$ cat src/dcache_pkg.sv
// data cache address split, FSAB and SPAM constants and bus structs; compile before all RTL
`default_nettype none

package dcache_pkg;

	// 32-bit address is tag 31..10, line 9..6, beat 5..3, word select on bit 2
	localparam int tag_w = 22;
	localparam int idx_w = 4;
	// 8 beats of 64 bits per line
	localparam int word_w = 3;

	// fsab burst lengths in 64-bit beats
	localparam int fsab_len_line = 8;
	localparam int fsab_len_word = 1;

	// cycles a spam transaction may stay busy
	localparam int spam_timeout_init = 255;

	typedef enum logic {
		fsab_read = 1'b0,
		fsab_write = 1'b1
	} fsab_mode_e;

	// stamped on outbound requests, matched on inbound beats
	localparam logic [3:0] fsab_did_cpu = 4'h0;
	localparam logic [3:0] fsab_subdid_dcache = 4'h1;

	typedef struct packed {
		logic valid;
		fsab_mode_e mode;
		logic [3:0] did;
		logic [3:0] subdid;
		logic [30:0] addr;
		logic [3:0] len;
		logic [63:0] data;
		logic [7:0] mask;
	} fsab_req_t;

	// one inbound fill beat
	typedef struct packed {
		logic valid;
		logic [3:0] did;
		logic [3:0] subdid;
		logic [63:0] data;
	} fsab_resp_t;

	typedef struct packed {
		logic valid;
		logic r_nw;
		logic [3:0] did;
		logic [23:0] addr;
		logic [31:0] data;
	} spam_req_t;

	// core load/store port, held until rw_wait drops
	typedef struct packed {
		logic rd;
		logic wr;
		logic [31:0] addr;
		logic [31:0] wdata;
	} core_req_t;

endpackage

`default_nettype wire

$ cat src/dcache_fill.sv
// FSAB inbound side of the data cache; counts fill beats and hands them to the array
`timescale 1ns/1ps
`default_nettype none

module dcache_fill (
	input wire logic fsabi_clk,
	input wire logic fsabi_rst_b,
	input wire dcache_pkg::fsab_resp_t fsabi,
	input wire logic rd_tog,
	output logic done_tog,
	output logic fill_we,
	output logic [dcache_pkg::word_w-1:0] fill_word,
	output logic [63:0] fill_data
);
	logic rd_s1;
	logic rd_s2;
	logic rd_s3;
	logic restart;
	logic beat_ok;
	logic [dcache_pkg::word_w-1:0] beat_cnt;
	logic [dcache_pkg::word_w-1:0] beat_pos;

	// new read when the synced toggle flips
	assign restart = rd_s2 ^ rd_s3;
	assign beat_ok = fsabi.valid && (fsabi.did == dcache_pkg::fsab_did_cpu) &&
		(fsabi.subdid == dcache_pkg::fsab_subdid_dcache);
	// a beat in the restart cycle is beat 0
	assign beat_pos = restart ? '0 : beat_cnt;

	always_ff @(posedge fsabi_clk or negedge fsabi_rst_b) begin
		if (!fsabi_rst_b) begin
			rd_s1 <= 1'b0;
			rd_s2 <= 1'b0;
			rd_s3 <= 1'b0;
			done_tog <= 1'b0;
			beat_cnt <= '0;
			fill_we <= 1'b0;
		end else begin
			rd_s1 <= rd_tog;
			rd_s2 <= rd_s1;
			rd_s3 <= rd_s2;
			fill_we <= beat_ok;
			if (beat_ok) begin
				beat_cnt <= beat_pos + 1'b1;
				// last beat, report this read as done
				if (beat_pos == '1) begin
					done_tog <= rd_s2;
				end
			end else if (restart) begin
				beat_cnt <= '0;
			end
		end
	end

	// beat is held for a whole fsabi cycle, longer than a core clock,
	// so the array catches every beat at least once; a repeat is harmless
	always_ff @(posedge fsabi_clk) begin
		if (beat_ok) begin
			fill_word <= beat_pos;
			fill_data <= fsabi.data;
		end
	end

	// beats only come after the read toggle got here
	a_beat_in_fill: assert property (@(posedge fsabi_clk) disable iff (!fsabi_rst_b)
		beat_ok |-> (rd_s2 != done_tog));

endmodule

`default_nettype wire

$ cat config.mk
export PLATFORM = sky130hd
export DESIGN_NAME = dcache_fill
export DESIGN_NICKNAME = d
export VERILOG_FILES = /design/src/dcache_pkg.sv /design/src/dcache_fill.sv
export SDC_FILE = /design/constraint.sdc
export NUM_CORES = 1
export LEC_CHECK = 0
export BUFFER_PORTS_ARGS = -buffer_cell sky130_fd_sc_hd__buf_2
export CAP_MARGIN = 5
export CORE_MARGIN = 3
export CORE_UTILIZATION = 44
export CTS_BUF_LIST = sky130_fd_sc_hd__clkbuf_4 sky130_fd_sc_hd__clkbuf_8
export CTS_CLUSTER_DIAMETER = 80
export DETAILED_ROUTE_END_ITERATION = 10
export MAX_ROUTING_LAYER = met4
export PLACE_DENSITY_LB_ADDON = 0.15
export REMOVE_ABC_BUFFERS = 1
export SYNTH_ARGS = -nofsm -noshare
export SYNTH_HDL_FRONTEND = slang
export SYNTH_SLANG_ARGS = --single-unit
$ cat constraint.sdc
create_clock -name fsabi_clk -period 2.2 [get_ports fsabi_clk]
set_clock_uncertainty 0.15 [all_clocks]
set_input_delay 0.22 -clock fsabi_clk [delete_from_list [all_inputs] [get_ports fsabi_clk]]
set_output_delay 0.22 -clock fsabi_clk [all_outputs]
set_load 0.02 [all_outputs]
Word-level counts from Yosys, hierarchy flattened
Index checks and enable logic that the tools add are counted.
{"block": "totals", "wordCells": 18, "in_bits": 76, "register_bits": 75}
{"block": "op_classes", "n_mux": 2, "n_reduce_logical": 4, "bitwise_logic": 1, "add_sub_neg": 1, "n_eq_ne": 2}
{"cell": "two-way mux 3 bit", "n": 2}
{"cell": "equality test 4 x 1 -> 1 bit (second input constant)", "n": 1}
{"cell": "zero test 4 bit", "n": 1}
{"cell": "adder 3 x 1 -> 3 bit (second input constant)", "n": 1}
{"cell": "equality test 3 bit (second input constant)", "n": 1}
{"cell": "logical AND 1 bit", "n": 2}
{"cell": "AND reduction 2 bit", "n": 1}
{"cell": "XOR 1 bit", "n": 1}

Longest topological paths before layout
Gate-level depths: netlist of run 1.
{"block": "depth", "depth_word": 4, "mapped_depth": 6, "depth_no_buf": 6}

Worst setup path after synthesis of run 1
OpenSTA, ideal clock, no wires.
{"block": "synth_path", "path_type": "in2reg", "startpoint": "input port fsabi[65] (netlist name)", "endpoint": "register fill_data[0] (enable)", "arrival_time_ps": 1964, "setup_slack_ps": -335, "required_ps": 1629, "path_stages": 3, "path_buffers": 0, "setup_ps": 421, "path_cell_list": "and4bb_1 nand3_2 inv_1"}
{"block": "synth_between", "elab_chain_cells": 2}
{"element": "start, declared", "line_no": "dcache_fill.sv:8", "text": "input wire dcache_pkg::fsab_resp_t fsabi,"}
{"element": "equality test 4 x 1 -> 1 bit", "line_no": "dcache_fill.sv:26", "text": "(fsabi.subdid == dcache_pkg::fsab_subdid_dcache);"}
{"element": "logical AND 1 bit", "line_no": "dcache_fill.sv:25", "text": "assign beat_ok = fsabi.valid && (fsabi.did == dcache_pkg::fsab_did_cpu) &&"}
{"element": "via beat_ok", "line_no": "dcache_fill.sv:19", "text": "logic beat_ok;"}
{"element": "end signal, assigned", "line_no": "dcache_fill.sv:60", "text": "fill_data <= fsabi.data;"}
{"element": "end, declared", "line_no": "dcache_fill.sv:13", "text": "output logic [63:0] fill_data"}
The timed path passes the listed nets, and every way through them passes these cells.
A chain may end at the register's enable or synchronous reset.

Final worst setup path of run 1
{"block": "layout_path", "startpoint": "register rd_s2", "endpoint": "register done_tog"}
{"block": "layout_between", "elab_chain_cells": 4}
{"element": "start, declared", "line_no": "dcache_fill.sv:16", "text": "logic rd_s2;"}
{"element": "start signal, assigned", "line_no": "dcache_fill.sv:40", "text": "rd_s2 <= rd_s1;"}
{"element": "XOR 1 bit", "line_no": "dcache_fill.sv:24", "text": "assign restart = rd_s2 ^ rd_s3;"}
{"element": "two-way mux 3 bit"}
{"element": "via beat_pos, one bit", "line_no": "dcache_fill.sv:21", "text": "logic [dcache_pkg::word_w-1:0] beat_pos;"}
{"element": "equality test 3 bit", "line_no": "dcache_fill.sv:46", "text": "if (beat_pos == '1) begin"}
{"element": "AND reduction 2 bit (no source line)"}
{"element": "end signal, assigned", "line_no": "dcache_fill.sv:47", "text": "done_tog <= rd_s2;"}
{"element": "end, declared", "line_no": "dcache_fill.sv:10", "text": "output logic done_tog,"}
The timed path passes the listed nets, and every way through them passes these cells.

==> impl_metrics.py, run 1 <==
metrics = {
    "timing": {
        "hold_viol": 0,
        "finalSetupViolations": 0,
        "slew_violations": 0,
        "final_min_period_over_clock_period": 0.8249,
        "worstMarginPinSlew_ns": 0.3883,
        "fmax_mhz": 551.0,
        "rsz0062_at_grt": "false",
        "max_slew_margin": 0.7411,
        "finalCriticalPeriod_ns": 1.815,
    },
    "place": {
        "place_congestion": 0.7109,
        "numPortBuffers": 144,
        "hpwlAfterDp_mm": 3.398,
        "dp.cells": 307,
        "place_area_um2": 3198,
    },
    "route": {
        "drt-initial-drc-count": 78,
        "routed-via-count": 1684,
        "viasPerCell": 4.340,
        "post-route-drc-count": 0,
        "ant_nets": 0,
        "drt-total-wl_mm": 5.777,
        "drt_first_pass_iters": 4,
        "drt-wirelength-per-cell_um": 14.89,
    },
    "floorplanning": {
        "placementRows": 26,
        "initial_core_util": 0.4596,
        "die_h_um": 79.27,
        "die_area_um2": 6284,
        "fp.dieW_um": 79.27,
        "core_area_um2": 5140,
        "ios": 145,
    },
    "synthesis": {
        "synthAdderAreaFrac": 0.01059,
        "synth.area.mux_share": 0.01430,
        "synthSimpleGateAreaFrac": 0.02966,
        "ys_ff_latch": 75,
        "syn_area_um2": 2362,
        "synth_compound_area_frac": 0,
        "ys_types": 12,
        "seq_area_frac_synth": 0.9364,
        "yosysWarnings": 0,
        "synth_top_family_by_area": "simple AND/OR/NAND/NOR gates",
        "avgSynthCellArea_um2": 25.96,
        "postSynthCellCount": 91,
        "synth-xor-area-share": 0.007415,
    },
    "finish": {
        "seq_area_um2": 2212,
        "syn_to_final_growth_pct": 69.81,
        "diodes": 0,
        "final_area_um2": 4011,
        "layout_commonest_cell": "buf_2",
        "fin_nets": 392,
        "num-fill-cells": 326,
        "finalNonFillerCells": 388,
        "drive_gt1_frac": 0.5094,
        "multiInputGateArea_um2": 146.4,
        "layout_common_cells": "buf_2, edfxtp_1, dlygate4sd3_1, clkbuf_8, dfrtp_1",
    },
    "setup_path": {
        "worst_setup_path_end_kind": "flop",
        "worst-path-max-fanout": 3,
        "crit-reg2reg-launch": "rd_s2",
        "reg2reg_to": "done_tog",
        "cp.arrival_ns": 1.87,
        "path_class": "reg2reg",
        "r2r_setup_slack_ns": 0.39,
        "worstPathRequired_ns": 2.26,
        "cp-start-kind": "flop",
        "ff2ff_path_depth": 6,
    },
    "worst_hold_path": {
        "min_to": "beat_cnt[0]",
        "hold-path-cell-count": 4,
        "holdCritStartpoint": "fsabi[66]",
        "hold_path_class": "in2reg",
    },
    "cts": {
        "cts_buffer_depth": 2,
        "htreeDepth": 3,
        "path_clk_slew_ns": 0.06,
        "clock_sinks": 75,
        "cts_buffers": 9,
        "clk_latency_ns": 0.33,
        "tritoncts": "built",
        "cts_setup_buffers": 0,
        "cts_resized": 0,
        "cts_root_buf": "clkbuf_8",
    },
    "global_routing": {
        "grt_pass1_vias": 1763,
        "grt.total_usage": 0.1942,
        "antenna_found_initial": 0,
        "grt_max_degree": 37,
        "grt_first_pass_wirelength_mm": 8.549,
        "overflow": 0,
    },
    "pwr": {
        "ir_drop_uv": 486.9,
        "leakage_nw": 1.715,
        "total_power_w": 0.002570,
        "powerDensity_nw_per_um2": 640.8,
    },
    "flow_run": {
        "cap_violations": 0,
    },
    "run_status": {
        "status": "finished clean",
    },
}
## cell usage after synthesis
cell	instances	area, um2
edfxtp_1	67	2012
nand4_1	1	6.260
mux2_1	3	33.78
and2_1	3	18.77
xnor2_1	2	17.52
dfrtp_1	8	200.2
nor3_4	1	16.27
nand3_2	1	10.01
ha_1	2	25.02
and4bb_1	1	12.51
inv_1	1	3.750
nor2_2	1	6.260
## metrics by stage
step / setup slack [ns] / setup TNS [ns] / hold slack, ns / util
after floorplan: -0.3355 / -22.67 / -0.2256 / -
after global placement: 0.4323 / 0 / -0.08200 / 0.6222
after detailed placement: 0.3933 / 0 / -0.07992 / 0.6222
after CTS: 0.3813 / 0 / 0.07582 / 0.7804
after global routing: 0.2994 / 0 / 0.1087 / 0.7804
final: 0.3852 / 0 / 0.09179 / 0.7804
## routing by layer
layer | GRT usage | up-vias | part of all wire
met5 | - | - | 0
met4 | 0.09622 | 0 | 0.023
met3 | 0.04989 | 14 | 0.086
met2 | 0.3375 | 85 | 0.54
met1 | 0.2053 | 785 | 0.35
li1 | - | 800 | -
## worst max-delay path: stages, from the launching register on
cell and delay, ns:
dfrtp_1 0.40, xnor2_1 0.22, and2_1 0.22, ha_1 0.17
ha_1 0.15, nand4_1 0.08, mux2_1 0.31
## state kept, by name, indices dropped and copies added (netlist names)
register,count
beat_cnt,3
done_tog,1
fill_data,64
fill_we,1
fill_word,3
rd_s1,1
rd_s2,1
rd_s3,1
## power breakdown
group          switching (W)  internal [W]  total, W
logic              0.0000484      0.000127  0.000176
clock network       0.000438      0.000400  0.000838
registers         0.00000215       0.00155   0.00156
## worst max path at each step
stage	from	endpoint	slack [ns]	depth (start not counted)
2_1_floorplan	fsabi[65]	fill_data[0]	-0.34	3
3_3_place_gp	rd_s2	done_tog	0.43	6
3_5_place_dp	rd_s2	done_tog	0.39	6
4_1_cts	rd_s2	done_tog	0.38	6
5_1_grt	rd_s2	done_tog	0.30	6
6_report	rd_s2	done_tog	0.39	6
## final cells by class
type | count | share of cell area
Sequential cell | 75 | 0.5515
Timing Repair Buffer | 212 | 0.3512
Multi-Input combinational cell | 15 | 0.03649
Clock buffer | 10 | 0.03275
Tap cell | 70 | 0.02183
Clock inverter | 5 | 0.005303
Inverter | 1 | 0.0009357
## timing repair
action,CTS,global route
setup endpoints to repair,0,0
hold endpoints to repair,73,0
hold buffers,66,0
## cells by family (layout without fill, tap and decap cells)
logic type / after synthesis / count (layout)
adders and majority gates: 2 / 2
DFF: 75 / 75
and+or+nand+nor: 8 / 8
muxes: 3 / 3
buffers and inverters: 1 / 228
xor gates and xnor gates: 2 / 2
Note: power is estimated with default switching activity, not from simulation.
==> run 2: changes to the inputs <==
- clock period: 2.2 -> 1.69 ns (I/O delays scaled with it)
==> impl_metrics.py, run 2 (same netlist as run 1, synthesis figures left out) <==
metrics = {
    "run_status": {
        "status": "finished, violations left",
        "violations": "setup timing",
    },
    "cts": {
        "clock_sinks": 75,
        "cts_setup_buffers": 0,
        "htreeDepth": 3,
        "path_clk_slew_ns": 0.07,
        "cts_buffers": 9,
        "cts_root_buf": "clkbuf_8",
        "tritoncts": "built",
        "cts_buffer_depth": 2,
        "clk_latency_ns": 0.32,
    },
    "finish": {
        "syn_to_final_growth_pct": 76.96,
        "finish.utilization": 0.8133,
        "finalNonFillerCells": 394,
        "num-fill-cells": 299,
        "drive_gt1_frac": 0.5370,
        "fin_nets": 397,
        "largest_reg_flops": 64,
        "regMostFlops": "fill_data",
        "layout_common_cells": "buf_2, edfxtp_1, dlygate4sd3_1, clkbuf_8, dfrtp_1",
        "diodes": 0,
        "layout_commonest_cell": "buf_2",
        "reg_top3": "fill_data: 64 flops, beat_cnt: 3 flops, fill_word: 3 flops",
    },
    "route": {
        "drt-wirelength-per-cell_um": 14.78,
        "drt_first_pass_iters": 4,
        "ant_nets": 0,
        "post-route-drc-count": 0,
        "drt-initial-drc-count": 86,
        "routed-via-count": 1674,
        "drt-total-wl_mm": 5.825,
        "viasPerCell": 4.249,
    },
    "floorplanning": {
        "initial_core_util": 0.4596,
        "die_area_um2": 6284,
        "fp.dieW_um": 79.27,
        "placementRows": 26,
        "core_area_um2": 5140,
        "ios": 145,
        "die_h_um": 79.27,
    },
    "pwr": {
        "ir_drop_uv": 924.8,
        "powerDensity_nw_per_um2": 914.4,
        "leakage_nw": 1.782,
        "total_power_w": 0.003822,
    },
    "timing": {
        "finalSetupViolations": 1,
        "whs_ns": 0.06656,
        "rsz0062_at_grt": "true",
        "fmax_mhz": 589.9,
        "final_min_period_over_clock_period": 1.003,
        "max_slew_margin": 0.8812,
        "hold_viol": 0,
        "layout_setup_ws_ns": -0.005301,
        "finalCriticalPeriod_ns": 1.695,
        "worstMarginPinSlew_ns": 0.1773,
        "slew_violations": 0,
    },
    "setup_path": {
        "path_class": "reg2reg",
        "cp.arrival_ns": 1.75,
        "worst_setup_path_end_kind": "flop",
        "worstPathRequired_ns": 1.75,
        "slowest_stage": "dfrtp_1",
        "critPathLaunch": "rd_s3",
        "worst-path-max-fanout": 3,
        "cp_num_buf_inv": 0,
        "path_delay_family": "flip-flops",
        "crit_chain": "xnor2_2, and2_4, ha_4, ha_4, nand4_1, mux2_4",
        "cpMostUsedCell": "ha_4",
        "cpPeakStageDelay_ns": 0.40,
        "crit-reg2reg-launch": "rd_s3",
        "cp-start-kind": "flop",
    },
    "flow_run": {
        "cap_violations": 0,
    },
    "global_routing": {
        "overflow": 0,
        "grt_pass1_vias": 1857,
        "grt.total_usage": 0.2003,
        "antenna_found_initial": 0,
        "grt_first_pass_wirelength_mm": 8.949,
        "grt_max_degree": 33,
    },
    "place": {
        "numPortBuffers": 144,
        "hpwlAfterDp_mm": 3.393,
        "place_congestion": 0.7342,
        "dp.cells": 312,
    },
    "worst_hold_path": {
        "hold_path_class": "in2async",
    },
}
-- run 2: changes by cell type in the layout (fill, tap and decap cells not counted), moves of 2 or more --
cell / change
and2_1: -2
and2_4: +2
buf_4: +4
bufinv_16: +3
ha_1: -2
ha_4: +2
-- run 2: repair_timing --
| item | in CTS | in global routing |
|---|---|---|
| hold buffers | 66 | 0 |
| resized for setup | 8 | 0 |
| endpoints found under the setup margin | 2 | 2 |
| pin swaps | 3 | 2 |
| endpoints found under the hold margin | 73 | 0 |
-- run 2: cell type report --
class / count / area, um2 / area share
Tap cell: 70 / 87.58 / 0.02095
Clock buffer: 9 / 123.9 / 0.02963
Sequential cell: 75 / 2212 / 0.5292
Multi-Input combinational cell: 15 / 187.7 / 0.04490
Clock inverter: 7 / 106.4 / 0.02544
Inverter: 1 / 3.754 / 0.0008979
Timing Repair Buffer: 217 / 1459 / 0.3490
-- run 2: worst reg2reg max path, cell delays in order (launching register included) --
cell and delay, ns:
dfrtp_1 0.40, xnor2_2 0.20, and2_4 0.19, ha_4 0.14, ha_4 0.11, nand4_1 0.09, mux2_4 0.31
-- run 2: path summary, 6_finish.rpt --
| kind | end | slack, ns | depth (start not counted) |
|---|---|---|---|
| worst max-delay path | done_tog | -0.005 | 6 |
| worst min-delay path | done_tog | 0.07 | 2 |
| worst max register to register | done_tog | -0.005 | 6 |
| worst min register to register | rd_s2 | 0.21 | 0 |
| max in group asynchronous | beat_cnt[0] | 1.16 | 2 |
| min in group fsabi_clk | done_tog | 0.09 | 4 |
-- run 2: where the power goes --
group | internal (W) | switching (W)
sequential | 0.00202 | 0.00000312
clock | 0.000964 | 0.000597
combinational | 0.000169 | 0.0000663
-- run 2: through the flow --
step	setup TNS [ns]	setup slack, ns	instance area [um2]
2_1_floorplan	-53.89	-0.7945	2362
3_3_place_gp	-0.03551	-0.03551	3248
3_5_place_dp	-0.1022	-0.06829	3248
4_1_cts	-0.02963	-0.02963	4180
5_1_grt	-0.06508	-0.06508	4180
6_report	-0.005301	-0.005301	4180
-- run 2: metal layers --
metal	global-route usage	up-vias	wire length (um)
met3	0.04535	6	418
met2	0.3704	82	3290
met4	0.07388	0	64
met5	-	-	0
met1	0.2066	775	2052
li1	-	811	-
==> run 3: changes to the inputs <==
- SETUP_SLACK_MARGIN: unset -> 0.3
==> impl_metrics.py, run 3 (same netlist as run 1, synthesis figures left out) <==
metrics = {
    "cts": {
        "htreeDepth": 3,
        "cts_root_buf": "clkbuf_8",
        "cts_buffer_depth": 2,
        "cts_buffers": 9,
        "tritoncts": "built",
        "clock_sinks": 75,
        "path_clk_slew_ns": 0.07,
        "cts_setup_buffers": 0,
        "clk_latency_ns": 0.32,
    },
    "timing": {
        "slew_violations": 0,
        "finalSetupViolations": 1,
        "finalCriticalPeriod_ns": 1.693,
        "rsz0062_at_grt": "true",
        "layout_setup_ws_ns": -0.003267,
        "fmax_mhz": 590.6,
        "whs_ns": 0.06638,
        "hold_viol": 0,
        "max_slew_margin": 0.8824,
        "worstMarginPinSlew_ns": 0.1755,
        "tns_ns": -0.003267,
        "final_min_period_over_clock_period": 1.002,
    },
    "global_routing": {
        "grt.total_usage": 0.2003,
        "grt_pass1_vias": 1855,
        "grt_first_pass_wirelength_mm": 8.949,
        "grt_max_degree": 33,
        "overflow": 0,
        "antenna_found_initial": 0,
    },
    "place": {
        "hpwlAfterDp_mm": 3.393,
        "place_area_um2": 3248,
        "numPortBuffers": 144,
        "place_congestion": 0.7342,
    },
    "route": {
        "drt-wirelength-per-cell_um": 14.81,
        "met1_length_mm": 2.056,
        "drt_first_pass_iters": 4,
        "ant_nets": 0,
        "drt-initial-drc-count": 86,
        "met3_length_um": 418,
        "viasPerCell": 4.251,
        "drt-total-wl_mm": 5.835,
        "post-route-drc-count": 0,
        "dr_wl_met2_mm": 3.296,
        "dr.max_layer_used": "met4",
        "routed-via-count": 1675,
    },
    "finish": {
        "layout_commonest_cell": "buf_2",
        "reg_top3": "fill_data: 64 flops, beat_cnt: 3 flops, fill_word: 3 flops",
        "largest_reg_flops": 64,
        "regMostFlops": "fill_data",
        "fin_nets": 397,
        "syn_to_final_growth_pct": 77.12,
        "layout_common_cells": "buf_2, edfxtp_1, dlygate4sd3_1, clkbuf_8, dfrtp_1",
        "diodes": 0,
        "final_area_um2": 4184,
        "finish.utilization": 0.8140,
        "drive_gt1_frac": 0.5401,
    },
    "setup_path": {
        "worst_setup_path_end_kind": "flop",
        "cp.arrival_ns": 1.75,
        "path_class": "reg2reg",
        "cp-start-kind": "flop",
        "worstPathRequired_ns": 1.75,
        "worst-path-max-fanout": 3,
    },
    "floorplanning": {
        "die_area_um2": 6284,
        "placementRows": 26,
        "die_h_um": 79.27,
        "fp.dieW_um": 79.27,
        "initial_core_util": 0.4596,
        "core_area_um2": 5140,
        "ios": 145,
    },
    "pwr": {
        "internal-power_w": 0.003156,
        "powerDensity_nw_per_um2": 913.6,
        "p_sw_w": 0.0006664,
        "combPwrFrac": 0.062,
        "leakage_nw": 1.784,
        "total_power_w": 0.003823,
        "p_seq_frac": 0.530,
        "p_sw_frac": 0.1743,
        "ir_drop_uv": 924.8,
        "pwr-share-clk": 0.408,
    },
    "worst_hold_path": {
        "hold_path_class": "in2async",
    },
    "flow_run": {
        "cap_violations": 0,
    },
    "run_status": {
        "status": "finished, violations left",
        "violations": "setup timing",
    },
}
==> run 3: cell counts in the layout (fill, tap and decap cells not counted) <==
Identical to the previous run, type by type.
==> run 3: path summary, 6_finish.rpt <==
path / slack (ns) / cells past startpoint / endpoint / from
setup / recovery: -0.003 / 6 / done_tog / rd_s3
hold / removal: 0.07 / 2 / done_tog / fsabi_rst_b
setup reg to reg: -0.003 / 6 / done_tog / rd_s3
hold reg to reg: 0.21 / 0 / rd_s2 / rd_s1
max in group asynchronous: 1.16 / 2 / beat_cnt[0] / fsabi_rst_b
min in group fsabi_clk: 0.09 / 4 / done_tog / fsabi[66]
==> run 3: repair_timing <==
action                                 4_1_cts  5_1_grt
endpoints found under the hold margin       73        0
pin swaps                                    3        2
setup endpoints to repair                    3        3
hold buffers                                66        0
gates resized for setup                      9        0
==> run 3: power by group through the flow <==
stage / clock [W] / combinational (W) / sequential, W
6_report: 0.00156 / 0.000236 / 0.00203
2_1_floorplan: 0 / 0.00000783 / 0.00207
4_1_cts: 0.00159 / 0.000230 / 0.00203
3_3_place_gp: 0 / 0.000104 / 0.00207
5_1_grt: 0.00167 / 0.000256 / 0.00203
3_5_place_dp: 0 / 0.000108 / 0.00207
==> run 3: final cells by class <==
type	instances	area (um2)
flip-flops and latches	75	2212
inverters	1	3.754
repair buffers	217	1459
well taps	70	87.58
clock buffers	9	123.9
fillers	298	955.9
multi-input cells	15	191.4
clock inverters	7	106.4
==> run 3: metal layers <==
layer | up-vias | GRT usage
met3 | 6 | 0.04535
met2 | 82 | 0.3704
li1 | 811 | -
met5 | - | -
met1 | 776 | 0.2066
met4 | 0 | 0.07388
==> run 3: worst max-delay path, cell delays in order, from the launching register on <==
cell and delay [ns]:
dfrtp_1 0.40, xnor2_2 0.20, and2_4 0.19, ha_4 0.14, ha_4 0.11, nand4_1 0.09, mux2_4 0.31
==> run 3: per-stage QoR <==
step,instances,setup slack [ns]
2_1_floorplan,91,-0.7945
3_3_place_gp,312,-0.03551
3_5_place_dp,312,-0.06829
4_1_cts,394,-0.02963
5_1_grt,394,-0.06508
6_report,394,-0.003267
